**config.mk**
```make
export PLATFORM = sky130hd
export DESIGN_NAME = pcie_app_cfg_top
export DESIGN_NICKNAME = d
export VERILOG_FILES = /design/src/design/cfg_bridge_pkg.sv /design/src/design/reset_sync.sv /design/src/design/cfg_tap_decode.sv /design/src/design/msi_intf_reg.sv /design/src/design/rxm_rdata_mux.sv /design/src/design/pcie_app_cfg_top.sv
export VERILOG_INCLUDE_DIRS = /design/src /design/src/include
export SDC_FILE = /design/constraint.sdc
export NUM_CORES = 1
export LEC_CHECK = 0
export ABC_AREA = 1
export ABC_CLOCK_PERIOD_IN_PS = 8600
export BUFFER_PORTS_ARGS = -buffer_cell sky130_fd_sc_hd__buf_2
export CAP_MARGIN = 20
export CORE_AREA = 2 2 262 264
export CTS_CLUSTER_DIAMETER = 50
export CTS_CLUSTER_SIZE = 16
export DETAILED_ROUTE_END_ITERATION = 10
export DIE_AREA = 0 0 264 266
export SLEW_MARGIN = 20
export SYNTH_ARGS = -nofsm -noshare
export SYNTH_HDL_FRONTEND = slang
export SYNTH_SLANG_ARGS = --single-unit
```
**constraint.sdc**
```tcl
create_clock -name AvlClk_i -period 8.6 [get_ports AvlClk_i]
set_input_delay 1.72 -clock AvlClk_i [delete_from_list [all_inputs] [get_ports AvlClk_i]]
set_output_delay 1.72 -clock AvlClk_i [all_outputs]
set_load 0.05 [all_outputs]
```
**src/include/cfg_bridge_defines.svh**
```systemverilog
//--------------------------------------
// Widths and addresses follow the hard IP
// configuration tap; port 0 stays enabled
//--------------------------------------
`ifndef CFG_BRIDGE_DEFINES_SVH
`define CFG_BRIDGE_DEFINES_SVH

// Configuration tap widths
`define CFG_ADDR_W 4
`define CFG_DATA_W 32
`define BUSDEV_W 13
`define MSI_ADDR_W 64

// Rx master read-return ports
`define RXM_PORTS 6
`define RXM_DATA_W 64
`define RXM_PORT_ENA 6'b010101   // One bit per BAR, port 0 always set

// Configuration tap register addresses
`define CFG_ADR_DEVCSR 4'h0
`define CFG_ADR_PRMCSR 4'h3
`define CFG_ADR_MSIADR_L0 4'h5   // MSI address [11:0]
`define CFG_ADR_MSIADR_H0 4'h6   // MSI address [43:32]
`define CFG_ADR_MSIADR_L1 4'h9   // MSI address [31:12]
`define CFG_ADR_MSIADR_H1 4'hB   // MSI address [63:44]
`define CFG_ADR_MSICTL 4'hD
`define CFG_ADR_BUSDEV 4'hF

`endif

```
**src/design/cfg_bridge_pkg.sv**
```systemverilog
//--------------------------------------
// Types only; widths come from the defines
//--------------------------------------
`include "cfg_bridge_defines.svh"

package cfg_bridge_pkg;

   typedef logic [`CFG_ADDR_W-1:0] cfg_addr_t;
   typedef logic [`CFG_DATA_W-1:0] cfg_data_t;
   typedef logic [`BUSDEV_W-1:0] busdev_t;
   typedef logic [`MSI_ADDR_W-1:0] msi_addr_t;
   typedef logic [15:0] half_t;   // MSI/MSI-X control, MSI data, command

   typedef logic [`RXM_DATA_W-1:0] rxm_data_t;
   typedef logic [`RXM_PORTS-1:0] rxm_vec_t;

   // MSI status word, 82 bits, MSB first
   typedef struct packed
   {
      logic master_ena;   // Bit 81
      logic msi_ena;      // Bit 80
      half_t msi_data;    // Bits 79:64
      msi_addr_t msi_addr;
   } msi_intfc_t;

endpackage

```
**src/design/reset_sync.sv**
```systemverilog
//--------------------------------------
// Asserts at once, releases on 2nd edge
//--------------------------------------
`timescale 1ns/1ps

module reset_sync
(
   input  logic AvlClk_i,
   input  logic rst_n_i,
   output logic rstn_o
);

   logic rstn_r;
   logic rstn_rr;

   // Shift a one through two flops once the input reset is gone
   always_ff @(posedge AvlClk_i or negedge rst_n_i)
   begin
      if (!rst_n_i)
      begin
         rstn_r  <= 1'b0;
         rstn_rr <= 1'b0;
      end
      else
      begin
         rstn_r  <= 1'b1;
         rstn_rr <= rstn_r;
      end
   end

   assign rstn_o = rstn_rr;

   // Release needs the input high across the whole release window
   a_clean_release: assert property (@(posedge AvlClk_i)
      $rose(rstn_o) |-> rst_n_i && $past(rst_n_i))
      else $error("internal reset released while rst_n_i was low");

endmodule

```
**src/design/cfg_tap_decode.sv**
```systemverilog
//--------------------------------------
// Tap is a level; each field holds until
// its own address comes round again
//--------------------------------------
`timescale 1ns/1ps
`include "cfg_bridge_defines.svh"

module cfg_tap_decode
(
   input  logic                      AvlClk_i,
   input  logic                      rstn_reg,
   input  cfg_bridge_pkg::cfg_addr_t cfg_addr_i,
   input  cfg_bridge_pkg::cfg_data_t cfg_ctl_i,
   output cfg_bridge_pkg::busdev_t   bus_dev_o,
   output cfg_bridge_pkg::cfg_data_t dev_csr_o,
   output logic                      master_ena_o,
   output cfg_bridge_pkg::half_t     msi_ena_o,
   output cfg_bridge_pkg::half_t     msix_control_o,
   output cfg_bridge_pkg::half_t     msi_data_o,
   output cfg_bridge_pkg::msi_addr_t msi_addr_o
);

   cfg_bridge_pkg::cfg_addr_t cfg_addr_reg;
   cfg_bridge_pkg::cfg_data_t cfg_data_reg;

   cfg_bridge_pkg::busdev_t   busdev;
   cfg_bridge_pkg::cfg_data_t dev_csr;
   cfg_bridge_pkg::half_t     prmcsr;   // Command/status, bit 2 is master enable
   cfg_bridge_pkg::half_t     msi_ena;
   cfg_bridge_pkg::half_t     msix_control;
   cfg_bridge_pkg::half_t     msi_data;
   cfg_bridge_pkg::msi_addr_t msi_addr;

   // Pipeline stage for the tap bus
   always_ff @(posedge AvlClk_i or negedge rstn_reg)
   begin
      if (!rstn_reg)
      begin
         cfg_addr_reg <= '0;
         cfg_data_reg <= '0;
      end
      else
      begin
         cfg_addr_reg <= cfg_addr_i;
         cfg_data_reg <= cfg_ctl_i;
      end
   end

   // Address decode into the field registers
   always_ff @(posedge AvlClk_i or negedge rstn_reg)
   begin
      if (!rstn_reg)
      begin
         busdev       <= '0;
         dev_csr      <= '0;
         prmcsr       <= '0;
         msi_ena      <= '0;
         msix_control <= '0;
         msi_data     <= '0;
         msi_addr     <= '0;
      end
      else
      begin
         case (cfg_addr_reg)
            `CFG_ADR_DEVCSR:    dev_csr <= {16'h0, cfg_data_reg[31:16]};
            `CFG_ADR_PRMCSR:    prmcsr <= cfg_data_reg[23:8];
            `CFG_ADR_MSIADR_L0: msi_addr[11:0] <= cfg_data_reg[31:20];
            `CFG_ADR_MSIADR_L1: msi_addr[31:12] <= cfg_data_reg[31:12];
            `CFG_ADR_MSIADR_H0: msi_addr[43:32] <= cfg_data_reg[31:20];
            `CFG_ADR_MSIADR_H1: msi_addr[63:44] <= cfg_data_reg[31:12];
            `CFG_ADR_MSICTL:
            begin
               msi_ena      <= cfg_data_reg[15:0];
               msix_control <= cfg_data_reg[31:16];
            end
            `CFG_ADR_BUSDEV:
            begin
               busdev   <= cfg_data_reg[12:0];
               msi_data <= cfg_data_reg[31:16];
            end
            default:;   // Undecoded, hold everything
         endcase
      end
   end

   assign bus_dev_o      = busdev;
   assign dev_csr_o      = dev_csr;
   assign master_ena_o   = prmcsr[2];
   assign msi_ena_o      = msi_ena;
   assign msix_control_o = msix_control;
   assign msi_data_o     = msi_data;
   assign msi_addr_o     = msi_addr;

endmodule

```
**src/design/msi_intf_reg.sv**
```systemverilog
//--------------------------------------
// Adds one cycle to MSI fields; bit 81 is
// the live master enable, one cycle ahead
//--------------------------------------
`timescale 1ns/1ps

module msi_intf_reg
(
   input  logic                       AvlClk_i,
   input  logic                       rstn_reg,
   input  cfg_bridge_pkg::half_t      msi_ena_i,
   input  cfg_bridge_pkg::half_t      msix_control_i,
   input  cfg_bridge_pkg::half_t      msi_data_i,
   input  cfg_bridge_pkg::msi_addr_t  msi_addr_i,
   input  logic                       master_ena_i,
   output cfg_bridge_pkg::msi_intfc_t msi_intfc_o,
   output cfg_bridge_pkg::half_t      msi_control_o,
   output cfg_bridge_pkg::half_t      msix_intfc_o
);

   cfg_bridge_pkg::half_t     msi_ena_reg;
   cfg_bridge_pkg::half_t     msix_control_reg;
   cfg_bridge_pkg::half_t     msi_data_reg;
   cfg_bridge_pkg::msi_addr_t msi_addr_reg;

   always_ff @(posedge AvlClk_i or negedge rstn_reg)
   begin
      if (!rstn_reg)
      begin
         msi_ena_reg      <= '0;
         msix_control_reg <= '0;
         msi_data_reg     <= '0;
         msi_addr_reg     <= '0;
      end
      else
      begin
         msi_ena_reg      <= msi_ena_i;
         msix_control_reg <= msix_control_i;
         msi_data_reg     <= msi_data_i;
         msi_addr_reg     <= msi_addr_i;
      end
   end

   // Status word packing
   assign msi_intfc_o.msi_addr   = msi_addr_reg;
   assign msi_intfc_o.msi_data   = msi_data_reg;
   assign msi_intfc_o.msi_ena    = msi_ena_reg[0];   // MSI enable bit of control
   assign msi_intfc_o.master_ena = master_ena_i;

   assign msi_control_o = msi_ena_reg;
   assign msix_intfc_o  = msix_control_reg;

endmodule

```
**src/design/rxm_rdata_mux.sv**
```systemverilog
//--------------------------------------
// No latency; at most one enabled port may
// return read data in any cycle
//--------------------------------------
`timescale 1ns/1ps
`include "cfg_bridge_defines.svh"

module rxm_rdata_mux
#(
   parameter cfg_bridge_pkg::rxm_vec_t PORT_ENA = `RXM_PORT_ENA
)
(
   input  logic                                        AvlClk_i,
   input  logic                                        rstn_reg,
   input  cfg_bridge_pkg::rxm_vec_t                    rxm_rd_valid_i,
   input  cfg_bridge_pkg::rxm_data_t [`RXM_PORTS-1:0]  rxm_rd_data_i,
   input  cfg_bridge_pkg::rxm_vec_t                    rxm_wait_i,
   output cfg_bridge_pkg::rxm_vec_t                    rxm_wait_o,
   output logic                                        txs_rd_valid_o,
   output cfg_bridge_pkg::rxm_data_t                   txs_rd_data_o
);

   cfg_bridge_pkg::rxm_vec_t valid_gated;

   // Disabled BARs never return data and always stall
   assign valid_gated = rxm_rd_valid_i & PORT_ENA;
   assign rxm_wait_o  = rxm_wait_i | ~PORT_ENA;

   assign txs_rd_valid_o = |valid_gated;

   // AND-OR merge of the one-hot returns, zero when idle
   always_comb
   begin
      txs_rd_data_o = '0;
      for (int p = 0; p < `RXM_PORTS; p++)
      begin
         if (valid_gated[p])
         begin
            txs_rd_data_o = txs_rd_data_o | rxm_rd_data_i[p];
         end
      end
   end

   // The attached slaves must never overlap their read returns
   a_one_hot_return: assert property (@(posedge AvlClk_i) disable iff (!rstn_reg)
      $onehot0(valid_gated))
      else $error("more than one enabled port returned read data");

endmodule

```
**src/design/pcie_app_cfg_top.sv**
```systemverilog
//--------------------------------------
// Config tap glue and read-return merge
//--------------------------------------
`timescale 1ns/1ps
`include "cfg_bridge_defines.svh"

module pcie_app_cfg_top
(
   input  logic                                        AvlClk_i,
   input  logic                                        rst_n_i,
   input  cfg_bridge_pkg::cfg_addr_t                   cfg_addr_i,
   input  cfg_bridge_pkg::cfg_data_t                   cfg_ctl_i,
   input  cfg_bridge_pkg::rxm_vec_t                    rxm_rd_valid_i,
   input  cfg_bridge_pkg::rxm_data_t [`RXM_PORTS-1:0]  rxm_rd_data_i,
   input  cfg_bridge_pkg::rxm_vec_t                    rxm_wait_i,
   output cfg_bridge_pkg::busdev_t                     bus_dev_o,
   output cfg_bridge_pkg::cfg_data_t                   dev_csr_o,
   output logic                                        master_ena_o,
   output cfg_bridge_pkg::msi_intfc_t                  msi_intfc_o,
   output cfg_bridge_pkg::half_t                       msi_control_o,
   output cfg_bridge_pkg::half_t                       msix_intfc_o,
   output cfg_bridge_pkg::rxm_vec_t                    rxm_wait_o,
   output logic                                        txs_rd_valid_o,
   output cfg_bridge_pkg::rxm_data_t                   txs_rd_data_o
);

   logic                      rstn_reg;
   logic                      master_ena;   // Also feeds bit 81 of the status word
   cfg_bridge_pkg::half_t     msi_ena;
   cfg_bridge_pkg::half_t     msix_control;
   cfg_bridge_pkg::half_t     msi_data;
   cfg_bridge_pkg::msi_addr_t msi_addr;

   reset_sync reset_sync_i
   (
      .AvlClk_i (AvlClk_i),
      .rst_n_i  (rst_n_i),
      .rstn_o   (rstn_reg)
   );

   cfg_tap_decode cfg_tap_decode_i
   (
      .AvlClk_i       (AvlClk_i),
      .rstn_reg       (rstn_reg),
      .cfg_addr_i     (cfg_addr_i),
      .cfg_ctl_i      (cfg_ctl_i),
      .bus_dev_o      (bus_dev_o),
      .dev_csr_o      (dev_csr_o),
      .master_ena_o   (master_ena),
      .msi_ena_o      (msi_ena),
      .msix_control_o (msix_control),
      .msi_data_o     (msi_data),
      .msi_addr_o     (msi_addr)
   );

   assign master_ena_o = master_ena;

   msi_intf_reg msi_intf_reg_i
   (
      .AvlClk_i       (AvlClk_i),
      .rstn_reg       (rstn_reg),
      .msi_ena_i      (msi_ena),
      .msix_control_i (msix_control),
      .msi_data_i     (msi_data),
      .msi_addr_i     (msi_addr),
      .master_ena_i   (master_ena),
      .msi_intfc_o    (msi_intfc_o),
      .msi_control_o  (msi_control_o),
      .msix_intfc_o   (msix_intfc_o)
   );

   rxm_rdata_mux #(.PORT_ENA(`RXM_PORT_ENA)) rxm_rdata_mux_i
   (
      .AvlClk_i       (AvlClk_i),
      .rstn_reg       (rstn_reg),
      .rxm_rd_valid_i (rxm_rd_valid_i),
      .rxm_rd_data_i  (rxm_rd_data_i),
      .rxm_wait_i     (rxm_wait_i),
      .rxm_wait_o     (rxm_wait_o),
      .txs_rd_valid_o (txs_rd_valid_o),
      .txs_rd_data_o  (txs_rd_data_o)
   );

endmodule

```
; Word-level counts from Yosys, hierarchy flattened
; Index checks and enable logic that the tools add are counted.
[word_totals]
register_bits = 294
wordCells = 32
[classes]
n_eq_ne = 7
n_mux = 3
bitwise = 2
reduce_logical = 2
[ops]
columns = op, n
row1 = 2-to-1 mux 64 bit, 3
row2 = OR 64 bit, 2
row3 = "== test 4 bit, second input constant", 4
row4 = "== test 4 x 3 -> 1 bit, second input constant", 2
row5 = "== test 4 x 2 -> 1 bit, second input constant", 1
row6 = zero test 4 bit, 1
row7 = OR reduction 3 bit, 1

; Logic depth before layout (Yosys ltp)
[logic_depth]
ltp_word = 5
ltp_mapped = 7
ltp_nobuf = 5

; Modules after synthesis
; A second synthesis with hierarchy kept.
[hier_totals]
hier_cells = 1085
hier_area_um2 = 10745.3
[modules_own_cells]
columns = module, instances, cells_per_inst, area_each_um2
row1 = cfg_tap_decode, 1, 681, 6603.8
row2 = msi_intf_reg, 1, 114, 2817.7
row3 = rxm_rdata_mux, 1, 287, 1270.0
row4 = reset_sync, 1, 3, 53.8

; Least setup slack after synthesis
; Ideal clock, no wire load.
[synth_path]
kind = in2out
from = in rxm_rd_valid_i[2]
to = out txs_rd_data_o[10]
t_arrival_ps = 2627
slack_ps = 4253
path_stages = 4
n_path_buf = 2
cell_sequence = buf_2 buf_1 nand2_1 nand3_1
[synth_between]
elab_chain_len = 3
[synth_rtl]
columns = element, line
row1 = start: declaration, pcie_app_cfg_top.sv:13  ; input cfg_bridge_pkg::rxm_vec_t rxm_rd_valid_i,
row2 = 2-to-1 mux 64 bit *, rxm_rdata_mux.sv:37  ; if (valid_gated[p])
row3 = OR 64 bit, rxm_rdata_mux.sv:39  ; txs_rd_data_o = txs_rd_data_o | rxm_rd_data_i[p];
row4 = 2-to-1 mux 64 bit *, rxm_rdata_mux.sv:37
row5 = end: declaration, pcie_app_cfg_top.sv:24  ; output cfg_bridge_pkg::rxm_data_t txs_rd_data_o
; Every way passes the cells marked *; elsewhere a longest branch is shown, timed or not.

; Worst setup path after layout
[layout_path]
from = in rxm_rd_valid_i[2]
to = out txs_rd_data_o[59]
; Same word-level chain as after synthesis.

==> flow_results.org <==
** STA
- Pin slew with the least headroom to its limit :: 0.994 ns
- The final hold violation count came to 0.
- Post-Route Setup TNS :: 0 ns
- Across all hold checks on the routed design, the worst slack comes to 0.191 ns.
- Minimum clock period :: 4.90 ns
- Final Max Tran Viols :: 0
- Peak Freq :: 204 MHz
- Headroom to the max-slew limit :: 33.5%
- Clock Skew :: 0.0260 ns
- Post-route fraction of the period consumed by the critical path :: 57.0%
- Setup repair after global routing missed its margin :: false
- Number of setup violations in the final report :: 0

** Yosys
- Post-Synthesis Cells :: 1082
- Adder and majority gate portion of the synthesized area :: 0%
- In this run, synthesis produced a sequential element count of 292.
- In this run the cell area of the synthesized design comes to 10700 µm².
- Summing the areas of all xor and xnor instances in the mapped netlist gives 0% of the synthesized area.
- The share of the Yosys chip area taken by registers is 68.3%.
- Syn avg cell area :: 9.89 µm²
- In this run the biggest area consumer among cell types represents 68.3% of the synthesized area.
- Proportion of synthesized area in mux cells :: 0%
- Top cells by area in the synthesized netlist :: dfrtp_1 (68%), nand2_1 (18%), nand3_1 (8.3%)
- Number of warnings printed during yosys synthesis :: 0
- The synthesized netlist devotes 26.9% of its cell area to simple gates.
- Post-synthesis compound-gate area fraction :: 0%
- After synthesis, the largest family of logic cells by area is simple AND/OR/NAND/NOR gates.
- The biggest area contributor in the post-synthesis netlist is dfrtp_1.
- Number of distinct library cell variants in the gate-level netlist after synthesis :: 16

** Place
- At the end of routability-driven placement, the weighted congestion stood at 0.872.
- Count of input and output buffers :: 441
- After legalization and detailed placement, the total HPWL measured 39.5 mm.

** Pwr
- The share of total power dissipated in combinational logic is 24.2%.
- Power density over cell area :: 295 nW/µm²
- The analysis attributes to cell leakage a power of 8.07 nW.
- Cell internal power was estimated by the tool at 2.74 mW.
- Power comes to 4.43 mW.
- The worst-case IR drop observed on VDD is 0.131 mV.
- Switching share of power :: 38.1%
- Summed over all nets, the switching power comes to 1.69 mW.
- Of the total power, registers draw 39.0%.
- The share of total power dissipated in the clock network is 36.9%.

** Clock network
- In this run the number of H-tree levels came out at 2.
- Clock buffer count from CTS :: 39
- The tree is rooted in a clkbuf_16.
- For this design, the CTS-stage hold fixing added 0 buffers.
- Clock-pin transition on the worst setup and hold timing paths :: 0.07 ns
- Clock latency on the worst-skew pair, taken at its later pin, is 0.56 ns.
- Number of setup buffers added after CTS :: 0
- Cts repair resizes :: 0
- TritonCTS built the clock tree.
- For this design, the sink count on the clock tree is 292.
- Counting along the longest clock path gives a buffer depth of 3.

** Global routing
- The layer flagged by global routing as most heavily used is met2.
- For this run, the total global-route usage over all layers was measured as 14.3%.
- Entering global routing, the biggest net connects 167 pins.
- Global-route wire length before repair :: 69.5 mm
- Number of global-route vias before repair :: 8999
- For this run the aggregate overflow at the end of global routing stands at 0.
- In the global route stage, met3 resource usage came out at 3.57%.
- In the global route stage, met1 resource usage came out at 17.3%.
- Met2 track demand over resource :: 24.1%
- Number of antenna violations at the first check in global routing :: 29

** Critical path
- Worst EP required :: 6.88 ns
- Delay of the slowest cell on the worst path :: 0.51 ns
- The worst setup path is captured at an output pin.
- In this run the worst path has a maximum fanout of 65.
- R2R Setup Slk :: 5.96 ns
- Worst-path cell chain :: buf_2 > buf_4 > nand2_1 > nand3_1 > buf_2
- STA classifies the critical path startpoint as a primary input.
- Startpoint of the lowest-slack register-to-register path :: cfg_tap_decode_i.cfg_addr_reg[2]
- Endpoint of the most critical register-to-register path :: cfg_tap_decode_i.msi_ena_o[7]
- The most numerous cell type found on the critical path is buf_2.
- At the worst endpoint, the arrival time is 3.18 ns.
- Critical setup path kind :: in2out
- The slowest stage of the critical path is the buf_4 cell.
- Measured in cells, the most critical reg-to-reg path has a length of 5.

** Floorplan
- From bottom edge to top edge, the die measures 266 µm.
- In this run the count of I/O pins placed on the die edge is 665.
- Die X-Extent :: 264 µm
- The floorplan has 96 rows.
- Starting Density :: 15.8%
- Core ar. :: 67700 µm²
- The die covers 70200 µm².

** Detailed routing
- ANT nets after route :: 0
- After detailed routing, the number of remaining DRC violations is 0.
- Drt first pass iters :: 4
- Detailed routing inserted a total of 9234 vias.
- Number of DRC markers in iteration 0 :: 679
- Final Routed Wirelength :: 50.7 mm
- Wire per inst :: 20.9 µm
- After detailed routing, the number of vias per cell comes to 3.81.

** Finish
- Fraction of final layout cells with drive strength greater than 1 :: 34.7%
- After filler insertion, the fill cell instance count of the layout stands at 7459.
- Final net count :: 1945
- Compared with the post-synthesis result, the final layout area differs by 40.5%.

** Min path
- Worst min-delay path class :: reg2async

** Outcome
- The run finished with clean final reports.

** Run
- Number of maximum-capacitance violations :: 0
synth_stat cells:
library cell	number
buf_1	6
nor2_4	2
conb_1	2
nor2_2	3
dfrtp_1	292
buf_6	4
inv_2	3
buf_4	31
nand2_1	513
nand3_1	177
buf_2	28
inv_1	3
or3_1	1
nor2_1	2
nand2_2	2
clkbuf_1	13
per-layer routing:
metal	vias up	routed length, µm
li1	4250	-
met1	4394	20800
met2	465	24100
met3	117	3450
met4	8	2280
met5	-	57
critical path: cells and delay by family:
kind / cells / cell delay, ns
buffers and inverters: 3 / 1.01
and+or+nand+nor: 2 / 0.35
logic make-up (layout without fill, tap and decap cells):
kind of cell  Yosys count  count (layout)
flops                 292             292
buf+inv                88             527
other cells             2              22
simple gates          700             700
worst max path at each step:
| stage | startpoint | end | slack (ns) | cells past startpoint |
|---|---|---|---|---|
| after global routing | rxm_rd_valid_i[4] | txs_rd_data_o[62] | 3.59 | 5 |
| final | rxm_rd_valid_i[2] | txs_rd_data_o[59] | 3.70 | 5 |
| after global placement | rxm_rd_valid_i[2] | txs_rd_data_o[62] | 3.74 | 5 |
| after floorplan | reset_sync_i.rstn_o | cfg_tap_decode_i.bus_dev_o[0] | 3.82 | 0 |
| after CTS | rxm_rd_valid_i[2] | txs_rd_data_o[51] | 3.69 | 5 |
| after detailed placement | rxm_rd_valid_i[2] | txs_rd_data_o[51] | 3.69 | 5 |
per-stage QoR:
| stage | util (%) | instances | cell area, µm² | setup slack, ns |
|---|---|---|---|---|
| 2_1_floorplan | - | 1100 | 10800 | 3.82 |
| 3_3_place_gp | 20.2 | 2352 | 13700 | 3.74 |
| 3_5_place_dp | 20.2 | 2352 | 13700 | 3.69 |
| 4_1_cts | 22.2 | 2421 | 15000 | 3.69 |
| 5_1_grt | 22.2 | 2423 | 15000 | 3.59 |
| 6_report | 22.2 | 2423 | 15000 | 3.70 |
cell usage in the layout (no fill, tap or decap), types with 3 or more instances in the layout:
| cell type | instances |
|---|---|
| inv_1 | 3 |
| nand2_2 | 4 |
| buf_2 | 441 |
| inv_2 | 3 |
| nand2_1 | 511 |
| nor2_4 | 4 |
| inv_6 | 12 |
| nand3_1 | 177 |
| clkinv_8 | 6 |
| inv_8 | 4 |
| conb_1 | 20 |
| buf_4 | 10 |
| clkbuf_16 | 39 |
| dfrtp_1 | 291 |
power by group through the flow:
stage          combinational (mW)  clock, mW  sequential, mW
2_1_floorplan               0.296          0            2.18
3_3_place_gp                 1.08          0            1.75
3_5_place_dp                 1.08          0            1.76
4_1_cts                      1.09       1.69            1.73
5_1_grt                      1.13       1.75            1.76
6_report                     1.07       1.63            1.73
area by class of cell:
type	instances	area, µm²	area share [%]
tap	882	1100	7.34
clock buffer	42	1010	6.70
antenna	2	5.00	0.0333
inverter	6	22.5	0.150
clock inverter	27	320	2.13
timing repair buffer	452	2300	15.3
multi-input combinational	720	2970	19.8
sequential	292	7310	48.6
Note: power is estimated with default switching activity, not from simulation.
